## src/hdl/usb_pkg.sv

```systemverilog
// Shared link types, PID constants and line encodings; imported by every RTL block and the testbench
`default_nettype none

package usb_pkg;

	// Fixed link constants
	localparam logic [7:0] SYNC_BYTE = 8'h80;
	localparam logic [7:0] PID_ACK   = 8'hD2;
	localparam logic [7:0] PID_DATA0 = 8'hC3;
	localparam logic [7:0] PID_DATA1 = 8'h4B;

	// Line state as {d_plus, d_minus}
	typedef enum logic [1:0] {
		LINE_SE0 = 2'b00,
		LINE_K   = 2'b01,
		LINE_J   = 2'b10,
		LINE_SE1 = 2'b11
	} line_state_e;

	// First word of a packet
	typedef struct packed {
		logic [7:0] sync;
		logic [7:0] pid;
	} tx_header_s;

	// One source word, read as header or as payload
	typedef union packed {
		logic [15:0] data_word;
		tx_header_s  header;
	} tx_word_u;

	// Byte offer from controller to encoder
	// last without valid tags the byte already inside the encoder
	typedef struct packed {
		logic       valid;
		logic       last;
		logic [7:0] data;
	} tx_byte_s;

	// Decoded bit event from decoder to assembler
	typedef struct packed {
		logic valid;
		logic value;
		logic eop;
		logic stuff_err;
	} rx_bit_s;

endpackage

`default_nettype wire
```

## src/hdl/usb_link_top.sv

```systemverilog
// Link top: transmit path and receive path side by side, line pins brought out for loopback
`timescale 1ns/100ps
`default_nettype none

module usb_link_top #(
	parameter int CLKS_PER_BIT = 8
) (
	input  logic              tb_read_enable,
	input  logic              rst_n,
	input  usb_pkg::tx_word_u tx_data,
	input  logic              transmit_start,
	input  logic              transmit_empty,
	output logic              read_enable,
	output logic              tx_error,
	output logic              d_plus_out,
	output logic              d_minus_out,
	input  logic              d_plus_in,
	input  logic              d_minus_in,
	output logic [7:0]        rx_data,
	output logic              write_enable,
	output logic              packet_type,
	output logic              rcv_error
);
	import usb_pkg::*;

	tx_byte_s tx_byte;
	logic     byte_take;
	rx_bit_s  rx_bit;

	usb_tx_controller tx_ctrl_i (
		.tb_read_enable (tb_read_enable),
		.rst_n          (rst_n),
		.tx_data        (tx_data),
		.transmit_start (transmit_start),
		.transmit_empty (transmit_empty),
		.read_enable    (read_enable),
		.tx_error       (tx_error),
		.tx_byte        (tx_byte),
		.byte_take      (byte_take)
	);

	usb_tx_bit_encoder #(.CLKS_PER_BIT(CLKS_PER_BIT)) tx_enc_i (
		.tb_read_enable (tb_read_enable),
		.rst_n          (rst_n),
		.tx_byte        (tx_byte),
		.byte_take      (byte_take),
		.d_plus_out     (d_plus_out),
		.d_minus_out    (d_minus_out)
	);

	usb_rx_bit_decoder #(.CLKS_PER_BIT(CLKS_PER_BIT)) rx_dec_i (
		.tb_read_enable (tb_read_enable),
		.rst_n          (rst_n),
		.d_plus_in      (d_plus_in),
		.d_minus_in     (d_minus_in),
		.rx_bit         (rx_bit)
	);

	usb_rx_byte_assembler rx_asm_i (
		.tb_read_enable (tb_read_enable),
		.rst_n          (rst_n),
		.rx_bit         (rx_bit),
		.rx_data        (rx_data),
		.write_enable   (write_enable),
		.packet_type    (packet_type),
		.rcv_error      (rcv_error)
	);

endmodule

`default_nettype wire

```

## src/hdl/usb_rx_byte_assembler.sv

```systemverilog
// Receive framer: hunts for SYNC, checks the PID and writes out payload bytes
`timescale 1ns/100ps
`default_nettype none

module usb_rx_byte_assembler (
	input  logic             tb_read_enable,
	input  logic             rst_n,
	input  usb_pkg::rx_bit_s rx_bit,
	output logic [7:0]       rx_data,
	output logic             write_enable,
	output logic             packet_type,
	output logic             rcv_error
);
	import usb_pkg::*;

	typedef enum logic [1:0] {
		ASM_HUNT,
		ASM_PID,
		ASM_DATA,
		ASM_WAIT_EOP
	} asm_state_e;

	asm_state_e state;
	logic [7:0] shift_q;
	logic [7:0] next_byte;
	logic [2:0] bit_cnt;
	logic       byte_done;

	// Bits arrive LSB first, so they enter at the top
	assign next_byte = {rx_bit.value, shift_q[7:1]};
	assign byte_done = rx_bit.valid && (bit_cnt == 3'd7) && !rx_bit.eop && !rx_bit.stuff_err;

	always_ff @(posedge tb_read_enable or negedge rst_n)
	begin
		if (!rst_n)
		begin
			state        <= ASM_HUNT;
			shift_q      <= '1;
			bit_cnt      <= '0;
			write_enable <= 1'b0;
			rcv_error    <= 1'b0;
			packet_type  <= 1'b0;
		end
		else
		begin
			write_enable <= 1'b0;
			rcv_error    <= 1'b0;
			if (rx_bit.valid)
			begin
				shift_q <= next_byte;
				bit_cnt <= bit_cnt + 3'd1;
			end
			case (state)
				ASM_HUNT:
					if (rx_bit.valid && next_byte == SYNC_BYTE)
					begin
						state   <= ASM_PID;
						bit_cnt <= '0;
					end
				ASM_PID, ASM_DATA:
					if (rx_bit.stuff_err)
					begin
						rcv_error <= 1'b1;
						state     <= ASM_WAIT_EOP;
					end
					else if (rx_bit.eop)
					begin
						// Missing PID or a partial byte
						rcv_error <= (state == ASM_PID) || (bit_cnt != 3'd0);
						shift_q   <= '1;
						state     <= ASM_HUNT;
					end
					else if (byte_done && state == ASM_PID)
					begin
						if (next_byte[3:0] == ~next_byte[7:4])
						begin
							packet_type <= (next_byte == PID_DATA0) || (next_byte == PID_DATA1);
							state       <= ASM_DATA;
						end
						else
						begin
							rcv_error <= 1'b1;
							state     <= ASM_WAIT_EOP;
						end
					end
					else if (byte_done)
						write_enable <= 1'b1;
				default:
					if (rx_bit.eop)
					begin
						shift_q <= '1;
						state   <= ASM_HUNT;
					end
			endcase
		end
	end

	always_ff @(posedge tb_read_enable)
	begin
		if (byte_done && state == ASM_DATA)
			rx_data <= next_byte;
	end

endmodule

`default_nettype wire

```

## src/hdl/usb_rx_bit_decoder.sv

```systemverilog
// Line decoder: recovers bit timing, undoes NRZI and bit stuffing, and reports EOP
`timescale 1ns/100ps
`default_nettype none

module usb_rx_bit_decoder #(
	parameter int CLKS_PER_BIT = 8
) (
	input  logic             tb_read_enable,
	input  logic             rst_n,
	input  logic             d_plus_in,
	input  logic             d_minus_in,
	output usb_pkg::rx_bit_s rx_bit
);
	import usb_pkg::*;

	localparam int               PHASE_W      = $clog2(CLKS_PER_BIT);
	localparam logic [PHASE_W-1:0] LAST_PHASE   = PHASE_W'(CLKS_PER_BIT - 1);
	localparam logic [PHASE_W-1:0] SAMPLE_PHASE = PHASE_W'(CLKS_PER_BIT / 2 - 1);

	line_state_e        line_meta;
	line_state_e        line_sync;
	line_state_e        line_prev;
	line_state_e        last_state;
	logic [PHASE_W-1:0] phase;
	logic [2:0]         ones_cnt;
	logic               active;
	logic               se0_seen;
	logic               sample;
	logic               nrzi_bit;

	// Two flop synchronizer, third stage for edge detect
	always_ff @(posedge tb_read_enable or negedge rst_n)
	begin
		if (!rst_n)
		begin
			line_meta <= LINE_J;
			line_sync <= LINE_J;
			line_prev <= LINE_J;
			phase     <= '0;
		end
		else
		begin
			line_meta <= line_state_e'({d_plus_in, d_minus_in});
			line_sync <= line_meta;
			line_prev <= line_sync;
			// Any line change realigns the bit clock
			if (line_sync != line_prev || phase == LAST_PHASE)
				phase <= '0;
			else
				phase <= phase + 1'b1;
		end
	end

	assign sample   = (phase == SAMPLE_PHASE);
	assign nrzi_bit = (line_sync == last_state);

	always_ff @(posedge tb_read_enable or negedge rst_n)
	begin
		if (!rst_n)
		begin
			rx_bit     <= '0;
			last_state <= LINE_J;
			ones_cnt   <= '0;
			active     <= 1'b0;
			se0_seen   <= 1'b0;
		end
		else
		begin
			rx_bit <= '0;
			if (sample)
			begin
				case (line_sync)
					LINE_SE0:
						if (active && se0_seen)
						begin
							rx_bit.eop <= 1'b1;
							active     <= 1'b0;
							se0_seen   <= 1'b0;
							ones_cnt   <= '0;
							last_state <= LINE_J;
						end
						else if (active)
							se0_seen <= 1'b1;
					LINE_J, LINE_K:
					begin
						se0_seen <= 1'b0;
						// First K after idle opens the packet
						if (active || line_sync == LINE_K)
						begin
							active     <= 1'b1;
							last_state <= line_sync;
							if (ones_cnt == 3'd6)
							begin
								// Stuffed zero is dropped, a seventh one is an error
								ones_cnt         <= '0;
								rx_bit.stuff_err <= nrzi_bit;
							end
							else
							begin
								rx_bit.valid <= 1'b1;
								rx_bit.value <= nrzi_bit;
								ones_cnt     <= nrzi_bit ? ones_cnt + 3'd1 : 3'd0;
							end
						end
					end
					// SE1 is never driven by the transmitter
					default:
						se0_seen <= 1'b0;
				endcase
			end
		end
	end

endmodule

`default_nettype wire

```

## src/hdl/usb_tx_bit_encoder.sv

```systemverilog
// Line encoder: serializes bytes LSB first with bit stuffing and NRZI, then drives EOP
`timescale 1ns/100ps
`default_nettype none

module usb_tx_bit_encoder #(
	parameter int CLKS_PER_BIT = 8
) (
	input  logic              tb_read_enable,
	input  logic              rst_n,
	input  usb_pkg::tx_byte_s tx_byte,
	output logic              byte_take,
	output logic              d_plus_out,
	output logic              d_minus_out
);
	import usb_pkg::*;

	localparam int                CNT_W    = $clog2(CLKS_PER_BIT);
	localparam logic [CNT_W-1:0]  LAST_CNT = CNT_W'(CLKS_PER_BIT - 1);

	typedef enum logic [1:0] {
		ENC_IDLE,
		ENC_DATA,
		ENC_EOP,
		ENC_EOP_J
	} enc_state_e;

	enc_state_e       state;
	line_state_e      line_q;
	line_state_e      line_flip;
	logic [CNT_W-1:0] bit_cnt;
	logic [7:0]       shift_q;
	logic [2:0]       bits_left;
	logic [2:0]       ones_cnt;
	logic             eop_second;
	logic             tick;
	logic             byte_end;
	logic             load_byte;
	logic             emit_bit;
	logic             stuff_bit;
	logic             data_bit;

	always_comb
	begin
		tick      = (bit_cnt == LAST_CNT);
		stuff_bit = (state == ENC_DATA) && tick && (ones_cnt == 3'd6);
		// Current byte fully sent and no stuffed zero pending
		byte_end  = (state == ENC_DATA) && tick && (ones_cnt != 3'd6) && (bits_left == 3'd0);
		load_byte = ((state == ENC_IDLE) || byte_end) && tx_byte.valid;
		byte_take = load_byte || (byte_end && tx_byte.last);
		emit_bit  = load_byte || ((state == ENC_DATA) && tick && (ones_cnt != 3'd6) &&
			(bits_left != 3'd0));
		data_bit  = load_byte ? tx_byte.data[0] : shift_q[0];
		line_flip = (line_q == LINE_J) ? LINE_K : LINE_J;
	end

	always_ff @(posedge tb_read_enable or negedge rst_n)
	begin
		if (!rst_n)
		begin
			state      <= ENC_IDLE;
			line_q     <= LINE_J;
			bit_cnt    <= '0;
			bits_left  <= '0;
			ones_cnt   <= '0;
			eop_second <= 1'b0;
		end
		else
		begin
			if (state == ENC_IDLE || tick)
				bit_cnt <= '0;
			else
				bit_cnt <= bit_cnt + 1'b1;

			if (emit_bit)
			begin
				// NRZI: zero toggles, one holds
				line_q    <= data_bit ? line_q : line_flip;
				ones_cnt  <= data_bit ? ones_cnt + 3'd1 : 3'd0;
				bits_left <= load_byte ? 3'd7 : bits_left - 3'd1;
				state     <= ENC_DATA;
			end
			else if (stuff_bit)
			begin
				line_q   <= line_flip;
				ones_cnt <= '0;
			end
			else if (byte_end)
			begin
				line_q     <= LINE_SE0;
				ones_cnt   <= '0;
				eop_second <= 1'b0;
				state      <= ENC_EOP;
			end
			else if (tick && state == ENC_EOP)
			begin
				if (eop_second)
				begin
					line_q <= LINE_J;
					state  <= ENC_EOP_J;
				end
				else
					eop_second <= 1'b1;
			end
			else if (tick && state == ENC_EOP_J)
				state <= ENC_IDLE;
		end
	end

	always_ff @(posedge tb_read_enable)
	begin
		if (load_byte)
			shift_q <= {1'b0, tx_byte.data[7:1]};
		else if (emit_bit)
			shift_q <= {1'b0, shift_q[7:1]};
	end

	assign d_plus_out  = line_q[1];
	assign d_minus_out = line_q[0];

endmodule

`default_nettype wire

```

## src/hdl/usb_tx_controller.sv

```systemverilog
// Transmit sequencer: fetches header and payload words and offers them to the encoder byte by byte
`timescale 1ns/100ps
`default_nettype none

module usb_tx_controller (
	input  logic              tb_read_enable,
	input  logic              rst_n,
	input  usb_pkg::tx_word_u tx_data,
	input  logic              transmit_start,
	input  logic              transmit_empty,
	output logic              read_enable,
	output logic              tx_error,
	output usb_pkg::tx_byte_s tx_byte,
	input  logic              byte_take
);
	import usb_pkg::*;

	typedef enum logic [2:0] {
		CTL_IDLE,
		CTL_HDR_HI,
		CTL_HDR_LO,
		CTL_PAY_HI,
		CTL_PAY_LO,
		CTL_FETCH,
		CTL_LAST
	} ctl_state_e;

	ctl_state_e state;
	tx_word_u   word_q;

	always_ff @(posedge tb_read_enable or negedge rst_n)
	begin
		if (!rst_n)
		begin
			state    <= CTL_IDLE;
			tx_error <= 1'b0;
		end
		else
		begin
			// A start during a packet is dropped and flagged
			tx_error <= transmit_start && (state != CTL_IDLE);
			case (state)
				CTL_IDLE:
					if (transmit_start)
						state <= CTL_HDR_HI;
				CTL_HDR_HI:
					if (byte_take)
						state <= CTL_HDR_LO;
				CTL_HDR_LO, CTL_PAY_LO:
					if (byte_take)
						state <= CTL_FETCH;
				CTL_PAY_HI:
					if (byte_take)
						state <= CTL_PAY_LO;
				CTL_FETCH:
					state <= transmit_empty ? CTL_LAST : CTL_PAY_HI;
				default:
					if (byte_take)
						state <= CTL_IDLE;
			endcase
		end
	end

	// Word holding register
	always_ff @(posedge tb_read_enable)
	begin
		if ((state == CTL_IDLE && transmit_start) || (state == CTL_FETCH && !transmit_empty))
			word_q <= tx_data;
	end

	// Source sees the request for the one cycle spent in fetch
	assign read_enable = (state == CTL_FETCH);

	always_comb
	begin
		tx_byte = '0;
		case (state)
			CTL_HDR_HI:
			begin
				tx_byte.valid = 1'b1;
				tx_byte.data  = word_q.header.sync;
			end
			CTL_HDR_LO:
			begin
				tx_byte.valid = 1'b1;
				tx_byte.data  = word_q.header.pid;
			end
			CTL_PAY_HI:
			begin
				tx_byte.valid = 1'b1;
				tx_byte.data  = word_q.data_word[15:8];
			end
			CTL_PAY_LO:
			begin
				tx_byte.valid = 1'b1;
				tx_byte.data  = word_q.data_word[7:0];
			end
			// Source empty, so the byte being shifted is the final one
			CTL_LAST:
				tx_byte.last = 1'b1;
			default:
				tx_byte = '0;
		endcase
	end

endmodule

`default_nettype wire

```

## config.mk

```make
export PLATFORM = sky130hd
export DESIGN_NAME = usb_link_top
export DESIGN_NICKNAME = d
export VERILOG_FILES = /design/src/hdl/usb_pkg.sv /design/src/hdl/usb_link_top.sv /design/src/hdl/usb_rx_byte_assembler.sv /design/src/hdl/usb_rx_bit_decoder.sv /design/src/hdl/usb_tx_bit_encoder.sv /design/src/hdl/usb_tx_controller.sv
export SDC_FILE = /design/constraint.sdc
export NUM_CORES = 1
export LEC_CHECK = 0
export ABC_CLOCK_PERIOD_IN_PS = 4300
export BUFFER_PORTS_ARGS = -buffer_cell sky130_fd_sc_hd__buf_4
export CORE_MARGIN = 2
export CORE_UTILIZATION = 64
export CTS_CLUSTER_SIZE = 25
export DETAILED_ROUTE_END_ITERATION = 6
export HOLD_SLACK_MARGIN = 0.08
export PLACE_DENSITY = 0.95
export SLEW_MARGIN = 15
export SYNTH_ARGS = -nofsm -noshare
export SYNTH_HDL_FRONTEND = slang
export SYNTH_HIERARCHICAL = 1
export SYNTH_SLANG_ARGS = --single-unit
export TNS_END_PERCENT = 30
```

## constraint.sdc

```tcl
create_clock -name tb_read_enable -period 4.3 [get_ports tb_read_enable]
set_clock_uncertainty 0.15 [all_clocks]
set_input_delay 0.86 -clock tb_read_enable [delete_from_list [all_inputs] [get_ports tb_read_enable]]
set_output_delay 0.86 -clock tb_read_enable [all_outputs]
set_load 0.05 [all_outputs]
```

==> run_results.csv, run 1 <==
group,metric,value,unit
status,outcome,"finished clean",
power,p_total,1.74,mW
cells_and_area,instances_no_fill,466,
synth,yosysWarningCount,6,
clock_network,holdBufCountCts,0,
detailed_routing,ant_nets,0,
setup_path,critPathMaxStageDelay,710,ps
setup_path,critPathCaptureType,"output port",
setup_path,slowest_stage,"dfrtp_1",
floorplan,ios,37,
cells_and_area,diodes,0,
sta,finalSetupViolations,0,
global_routing,grt_pass1_vias,2694,
global_routing,grt_pass1_wl,12200,um
clock_network,cts_sinks,84,
cells_and_area,fill_cells,397,
placed_design,place_hpwl,4840,um
placed_design,gp_congestion,0.871,
setup_path,crit_path_cell_trace,"inv_1 > nor3b_1 > buf_4",
setup_path,path_max_fanout,20,
clock_network,cts_resized,0,
clock_network,clock_path_buffers,2,
synth,synthDistinctLibCells,67,
worst_hold_path,min_from,"rx_dec_i/line_meta[1]",
power,powerDensity,373,mW/mm^2
cells_and_area,drive_above_1_share,23.1,%
placed_design,io_buffers,36,
synth,avgSynthCellArea,12.0,um^2
detailed_routing,first_iter_violations,124,
sta,slew_viol_final,0,
synth,yosysTopAreaCellShare,24.7,%
flow_run,maxCapViolations,0,
clock_network,cts_made_buffers,9,
global_routing,grt_max_degree,54,
detailed_routing,drtPass1Iterations,5,
sta,max-slew-margin-rel,53.1,%
floorplan,core_region_area,0.00631,mm^2
detailed_routing,routed_wl,7220,um
synth,synth_area_leader_cell,"dfrtp_1",
clock_network,ctsHtreeMaxLevel,3,
detailed_routing,drc,0,
clock_network,postCtsSetupBuffers,0,
placed_design,dp_slack,1760,ps
floorplan,die_w,84.5,um
cells_and_area,syn_to_final_growth,12.4,%
synth,postSynth.asyncResetShare,63.1,%
synth,synth_cells,347,
synth,post-synth-top-count-cell,"dfrtp_1",
synth,netlist_area,0.00415,mm^2
sta,finalCritPeriodShare,66.1,%
synth,ys_seq_area_share,54.8,%
clock_network,cts_tree,"built",
synth,syn-num-nets,390,
setup_path,start_kind,"flop",
floorplan,row_count,29,
synth,ys_top_cells_by_count,"dfrtp_1, edfxtp_1, nand2_1",
power,vdd_drop_max,0.000318,V
worst_hold_path,worst_hold_path_type,"reg -> reg",
setup_path,timing.rr.start,"tx_ctrl_i/state[0]",
floorplan,dieHeight,84.5,um
synth,synth_seq_cells,84,
placed_design,place_inst,450,
clock_network,path_clk_slew,70,ps
detailed_routing,drt-vias-per-instance,5.79,
setup_path,crit_required,3290,ps
cells_and_area,fin_nets,427,
setup_path,critPathKind,"reg -> out",
clock_network,clock_latency,360,ps
sta,period_minus_slack,2840,ps
global_routing,antenna_found_initial,0,
global_routing,grt_overflow,0,
setup_path,cp_num_buf_inv,2,
synth,synth-edff-count,31,
floorplan,initial_core_util,65.7,%
synth,synthFlopType,"dfrtp_1",
floorplan,die_area,0.00714,mm^2
synth,synth_area_leaders,"dfrtp_1, edfxtp_1, dfstp_2",
sta,finalWorstSetupSlack,1460,ps
setup_path,crit_arrival,1830,ps
setup_path,crit_family,"flip-flops",
setup_path,crit_path_start,"tx_ctrl_i/state[0]",
sta,grt_setup_unrepaired,"false",
sta,worst_slew_pin_slew,698,ps
global_routing,grt_usage,21.7,%
power,p_leak,1.96,nW
clock_network,cts-root-buf,"clkbuf_8",
sta,final_hold_viol_count,0,
sta,fin_tns_setup,0,ps
sta,fmax,0.352,GHz
detailed_routing,wl_per_cell,15.5,um
detailed_routing,route.vias.total,2698,
cell usage in the layout, fill, tap and decap left out, drive strengths merged, types with 3 or more instances in the layout:
cell / count
a22oi: 7
nor2b: 5
buf: 37
clkinv: 4
nand2: 30
nand3b: 4
inv: 24
clkbuf: 9
mux2: 11
nor2: 19
or3: 3
dfstp: 12
xor2: 3
and2: 4
and3: 3
mux2i: 12
a21oi: 14
nor3: 9
nand2b: 3
dfrtp: 41
nor4b: 3
a32oi: 3
edfxtp: 31
nor3b: 4
o21ai: 28
ha: 21
nand3: 5
xnor2: 9
flip-flops by register name, summed over array words and instances, names as in the netlist, 3 cells and up:
name	flops
tx_ctrl_i/word_q	16
rx_asm_i/rx_data	8
rx_asm_i/shift_q	7
tx_enc_i/shift_q	7
rx_dec_i/rx_bit	4
rx_asm_i/bit_cnt	3
rx_dec_i/ones_cnt	3
rx_dec_i/phase	3
tx_ctrl_i/state	3
tx_enc_i/bit_cnt	3
tx_enc_i/bits_left	3
tx_enc_i/ones_cnt	3
per-stage QoR:
stage	hold WS (ps)	instance area, um^2	utilization (%)
after detailed placement	198	4450	70.5
after CTS	209	4660	73.9
final	210	4660	73.9
after global placement	183	4450	70.5
after global routing	217	4660	73.9
after floorplan	181	4150	-
power by group:
part | switching [mW] | internal, mW | total [mW]
clock | 0.285 | 0.325 | 0.611
sequential | 0.0228 | 0.851 | 0.874
combinational | 0.134 | 0.119 | 0.253
cell families (layout without fill, tap and decap cells):
kind of cell | Yosys count | in the layout | share of synthesized area, %
simple gates | 101 | 101 | 13.9
flops | 84 | 84 | 54.8
compound gates | 72 | 72 | 12.2
buf+inv | 34 | 76 | 3.86
mux | 23 | 23 | 6.42
fa+ha+maj | 21 | 21 | 6.33
xor+xnor | 12 | 12 | 2.53
final timing paths:
| path | depth (start not counted) | end | slack (ps) |
|---|---|---|---|
| min in group asynchronous | 1 | tx_ctrl_i/state[2] | 380 |
| max in group asynchronous | 1 | rx_dec_i/se0_seen | 3200 |
| hold reg to reg | 0 | rx_dec_i/line_sync[1] | 210 |
| setup / recovery | 3 | read_enable | 1460 |
| hold / removal | 0 | rx_dec_i/line_sync[1] | 210 |
| setup reg to reg | 7 | tx_ctrl_i/state[2] | 1550 |
layer usage:
layer	share of wire, %	wire (um)	vias up	global-route usage, %
li1	-	-	1309	-
met1	42	3050	1286	26.8
met2	51	3700	87	36.6
met3	4.3	308	16	4.03
met4	2.1	155	0	11.1
met5	0	0	-	0
area by class of cell:
type	instances	area, um^2	area share (%)
clock buffer	9	124	2.66
clock inverter	7	90.1	1.93
inverter	23	86.3	1.85
multi-input combinational	229	1720	36.8
sequential	84	2270	48.7
tap	77	96.3	2.07
timing repair buffer	37	278	5.96
Power figures use the tool's default switching activity.
==> run 2, diff against run 1 <==
Settings changed: ABC_CLOCK_PERIOD_IN_PS 4300 to 2440, CORE_UTILIZATION 64 to 54, PLACE_DENSITY 0.95 to 0.86.
Clock period 4.3 ns to 2.44 ns, I/O delays scaled along.
==> run 2 against run 1 <==
  * Worst setup slack lost 1200 ps
  * Die area up 18%
  * Wire length down 4.8%
  * Sequential share of layout area shrank 1.0 points
  * Critical path depth up 2
  * Sequential power grew 75%
  * Non-clock buffer count up 11
  * Register-to-register slack got worse by 1300 ps
  * First-iteration DRC count is 3.2% lower
  * Count of clock-buffer cells in the layout stayed put
  * Global-route usage is 3.7 points lower
  * Critical path type is now reg -> reg
==> run_results.csv, run 2 (synthesized netlist as in run 1, its figures left out) <==
group,metric,value,unit
power,p_leak,2.00,nW
setup_path,worst_r2r_endpoint,"rx_dec_i/last_state[0]",
setup_path,critPathCaptureType,"flop",
sta,final_hold_viol_count,0,
placed_design,dp_slack,260,ps
setup_path,cp_num_buf_inv,1,
cells_and_area,finish.utilization,65.0,%
power,powerDensity,633,mW/mm^2
setup_path,start_kind,"flop",
clock_network,postCtsSetupBuffers,0,
detailed_routing,first_iter_violations,120,
floorplan,die_area,0.00840,mm^2
floorplan,row_count,31,
sta,max-slew-margin-rel,56.9,%
clock_network,cts_sinks,84,
cells_and_area,reg_top3,"tx_ctrl_i/word_q x16, rx_asm_i/rx_data x8",
clock_network,cts_made_buffers,9,
clock_network,cts-root-buf,"clkbuf_8",
clock_network,clock_latency,360,ps
setup_path,critPathMaxStageDelay,580,ps
clock_network,cts_tree,"built",
global_routing,grt_pass1_wl,12000,um
setup_path,timing.rr.start,"rx_dec_i/line_sync[1]",
clock_network,ctsHtreeMaxLevel,3,
cells_and_area,regMostFlops,"tx_ctrl_i/word_q",
setup_path,r2r_slack,250,ps
cells_and_area,final_common_cell,"buf_4",
floorplan,dieHeight,91.7,um
setup_path,slowest_stage,"dfstp_2",
clock_network,path_clk_slew,90,ps
sta,finalCritPeriodShare,89.6,%
floorplan,core_region_area,0.00733,mm^2
sta,fin_tns_setup,0,ps
setup_path,crit_required,2540,ps
global_routing,grt_max_degree,54,
status,outcome,"finished clean",
setup_path,crit_family,"multiplexers",
setup_path,r2r_cells,5,
setup_path,critPathKind,"reg -> reg",
global_routing,grt_usage,18.0,%
setup_path,crit_path_cell_trace,"inv_1 > ha_1 > mux2_4 > a32oi_4 > mux2_4",
detailed_routing,routed_wl,6870,um
worst_hold_path,min_from,"tx_data[6]",
setup_path,crit_arrival,2280,ps
floorplan,initial_core_util,56.6,%
detailed_routing,route.vias.total,2746,
clock_network,clock_path_buffers,2,
cells_and_area,final_area,0.00477,mm^2
sta,worst_hold_slack,151,ps
placed_design,io_buffers,36,
detailed_routing,drtPass1Iterations,4,
setup_path,path_max_fanout,7,
sta,period_minus_slack,2190,ps
detailed_routing,ant_nets,0,
cells_and_area,fin_nets,438,
placed_design,gp_congestion,0.830,
cells_and_area,syn_to_final_growth,14.9,%
detailed_routing,drt-vias-per-instance,5.50,
floorplan,die_w,91.7,um
sta,fmax,0.457,GHz
cells_and_area,drive_above_1_share,24.8,%
global_routing,antenna_found_initial,0,
worst_hold_path,min_to,"tx_ctrl_i/word_q[6]",
global_routing,grt_overflow,0,
worst_hold_path,holdPathStages,1,
worst_hold_path,worst_hold_path_type,"in -> reg",
sta,worst_slew_pin_slew,646,ps
cells_and_area,mostFrequentLayoutCells,"buf_4, dfrtp_1, edfxtp_1",
detailed_routing,drc,0,
floorplan,ios,37,
cells_and_area,diodes,0,
sta,finalWorstSetupSlack,253,ps
sta,grt_setup_unrepaired,"false",
flow_run,maxCapViolations,0,
setup_path,worst_path_most_repeated_cell,"mux2_4",
placed_design,postPlaceCellArea,0.00454,mm^2
sta,finalSetupViolations,0,
detailed_routing,wl_per_cell,13.8,um
placed_design,place_hpwl,4830,um
cells_and_area,largest_reg_flops,16,
sta,slew_viol_final,0,
power,vdd_drop_max,0.000403,V
global_routing,grt_pass1_vias,2691,
==> run 2: cell types whose count changed in the layout (fill, tap and decap cells not counted) <==
cell           previous run  this run
clkinv_2                  1         0
bufinv_16                 2         1
clkinvlp_4                0         2
dlygate4sd3_1             0         3
clkinv_4                  1         2
buf_4                    37        45
clkinv_1                  2         1
==> run 2: power by group <==
| part | leakage (nW) | internal [mW] | switching, mW |
|---|---|---|---|
| registers | 0.930 | 1.50 | 0.0329 |
| logic | 0.974 | 0.235 | 0.255 |
| clock network | 0.0935 | 0.476 | 0.520 |
| total | 2.00 | 2.21 | 0.808 |
==> run 2: worst max path at each step <==
stage / startpoint / endpoint / cells after the start
3_3_place_gp: rx_dec_i/line_sync[1] / rx_dec_i/last_state[0] / 5
2_1_floorplan: tx_ctrl_i/state[1] / read_enable / 2
3_5_place_dp: rx_dec_i/line_sync[1] / rx_dec_i/last_state[0] / 5
5_1_grt: tx_ctrl_i/state[0] / tx_enc_i/line_q[0] / 7
4_1_cts: rx_dec_i/line_sync[1] / rx_dec_i/last_state[0] / 5
6_report: rx_dec_i/line_sync[1] / rx_dec_i/last_state[0] / 5
==> run 2: metal layers <==
layer	track usage, %	up-vias	routed length, um
met4	7.07	0	95
li1	-	1330	-
met3	3.70	7	284
met1	24.5	1340	3150
met2	28.6	69	3340
met5	0	-	0
==> run 2: area by class of cell <==
type / instances / area [um^2]
Clock inverter: 7 / 75.1
Tap cell: 99 / 124
Clock buffer: 9 / 124
Inverter: 23 / 86.3
Fill cell: 537 / 2560
Timing Repair Buffer: 48 / 368
Multi-Input combinational cell: 229 / 1720
Sequential cell: 84 / 2270
==> run 2: timing repair <==
| item | CTS | global route |
|---|---|---|
| gates resized for setup | 0 | 0 |
| hold endpoints to repair | 43 | 0 |
| hold buffers | 3 | 0 |
==> run 2: worst reg2reg max path, delay by kind of cell (launching register included) <==
kind | cells | cell delay (ps)
AO/OA/AOI/OAI | 1 | 330
adder cells (fa/ha/maj) | 1 | 310
buffers and inverters | 1 | 90
flip-flops | 1 | 580
multiplexers | 2 | 620
==> run 2: through the flow <==
step | std cells | power (mW)
finish | 499 | 3.02
global route | 499 | 3.17
floorplan | 347 | 1.90
CTS | 499 | 3.04
detailed placement | 480 | 2.04
global placement | 480 | 2.02
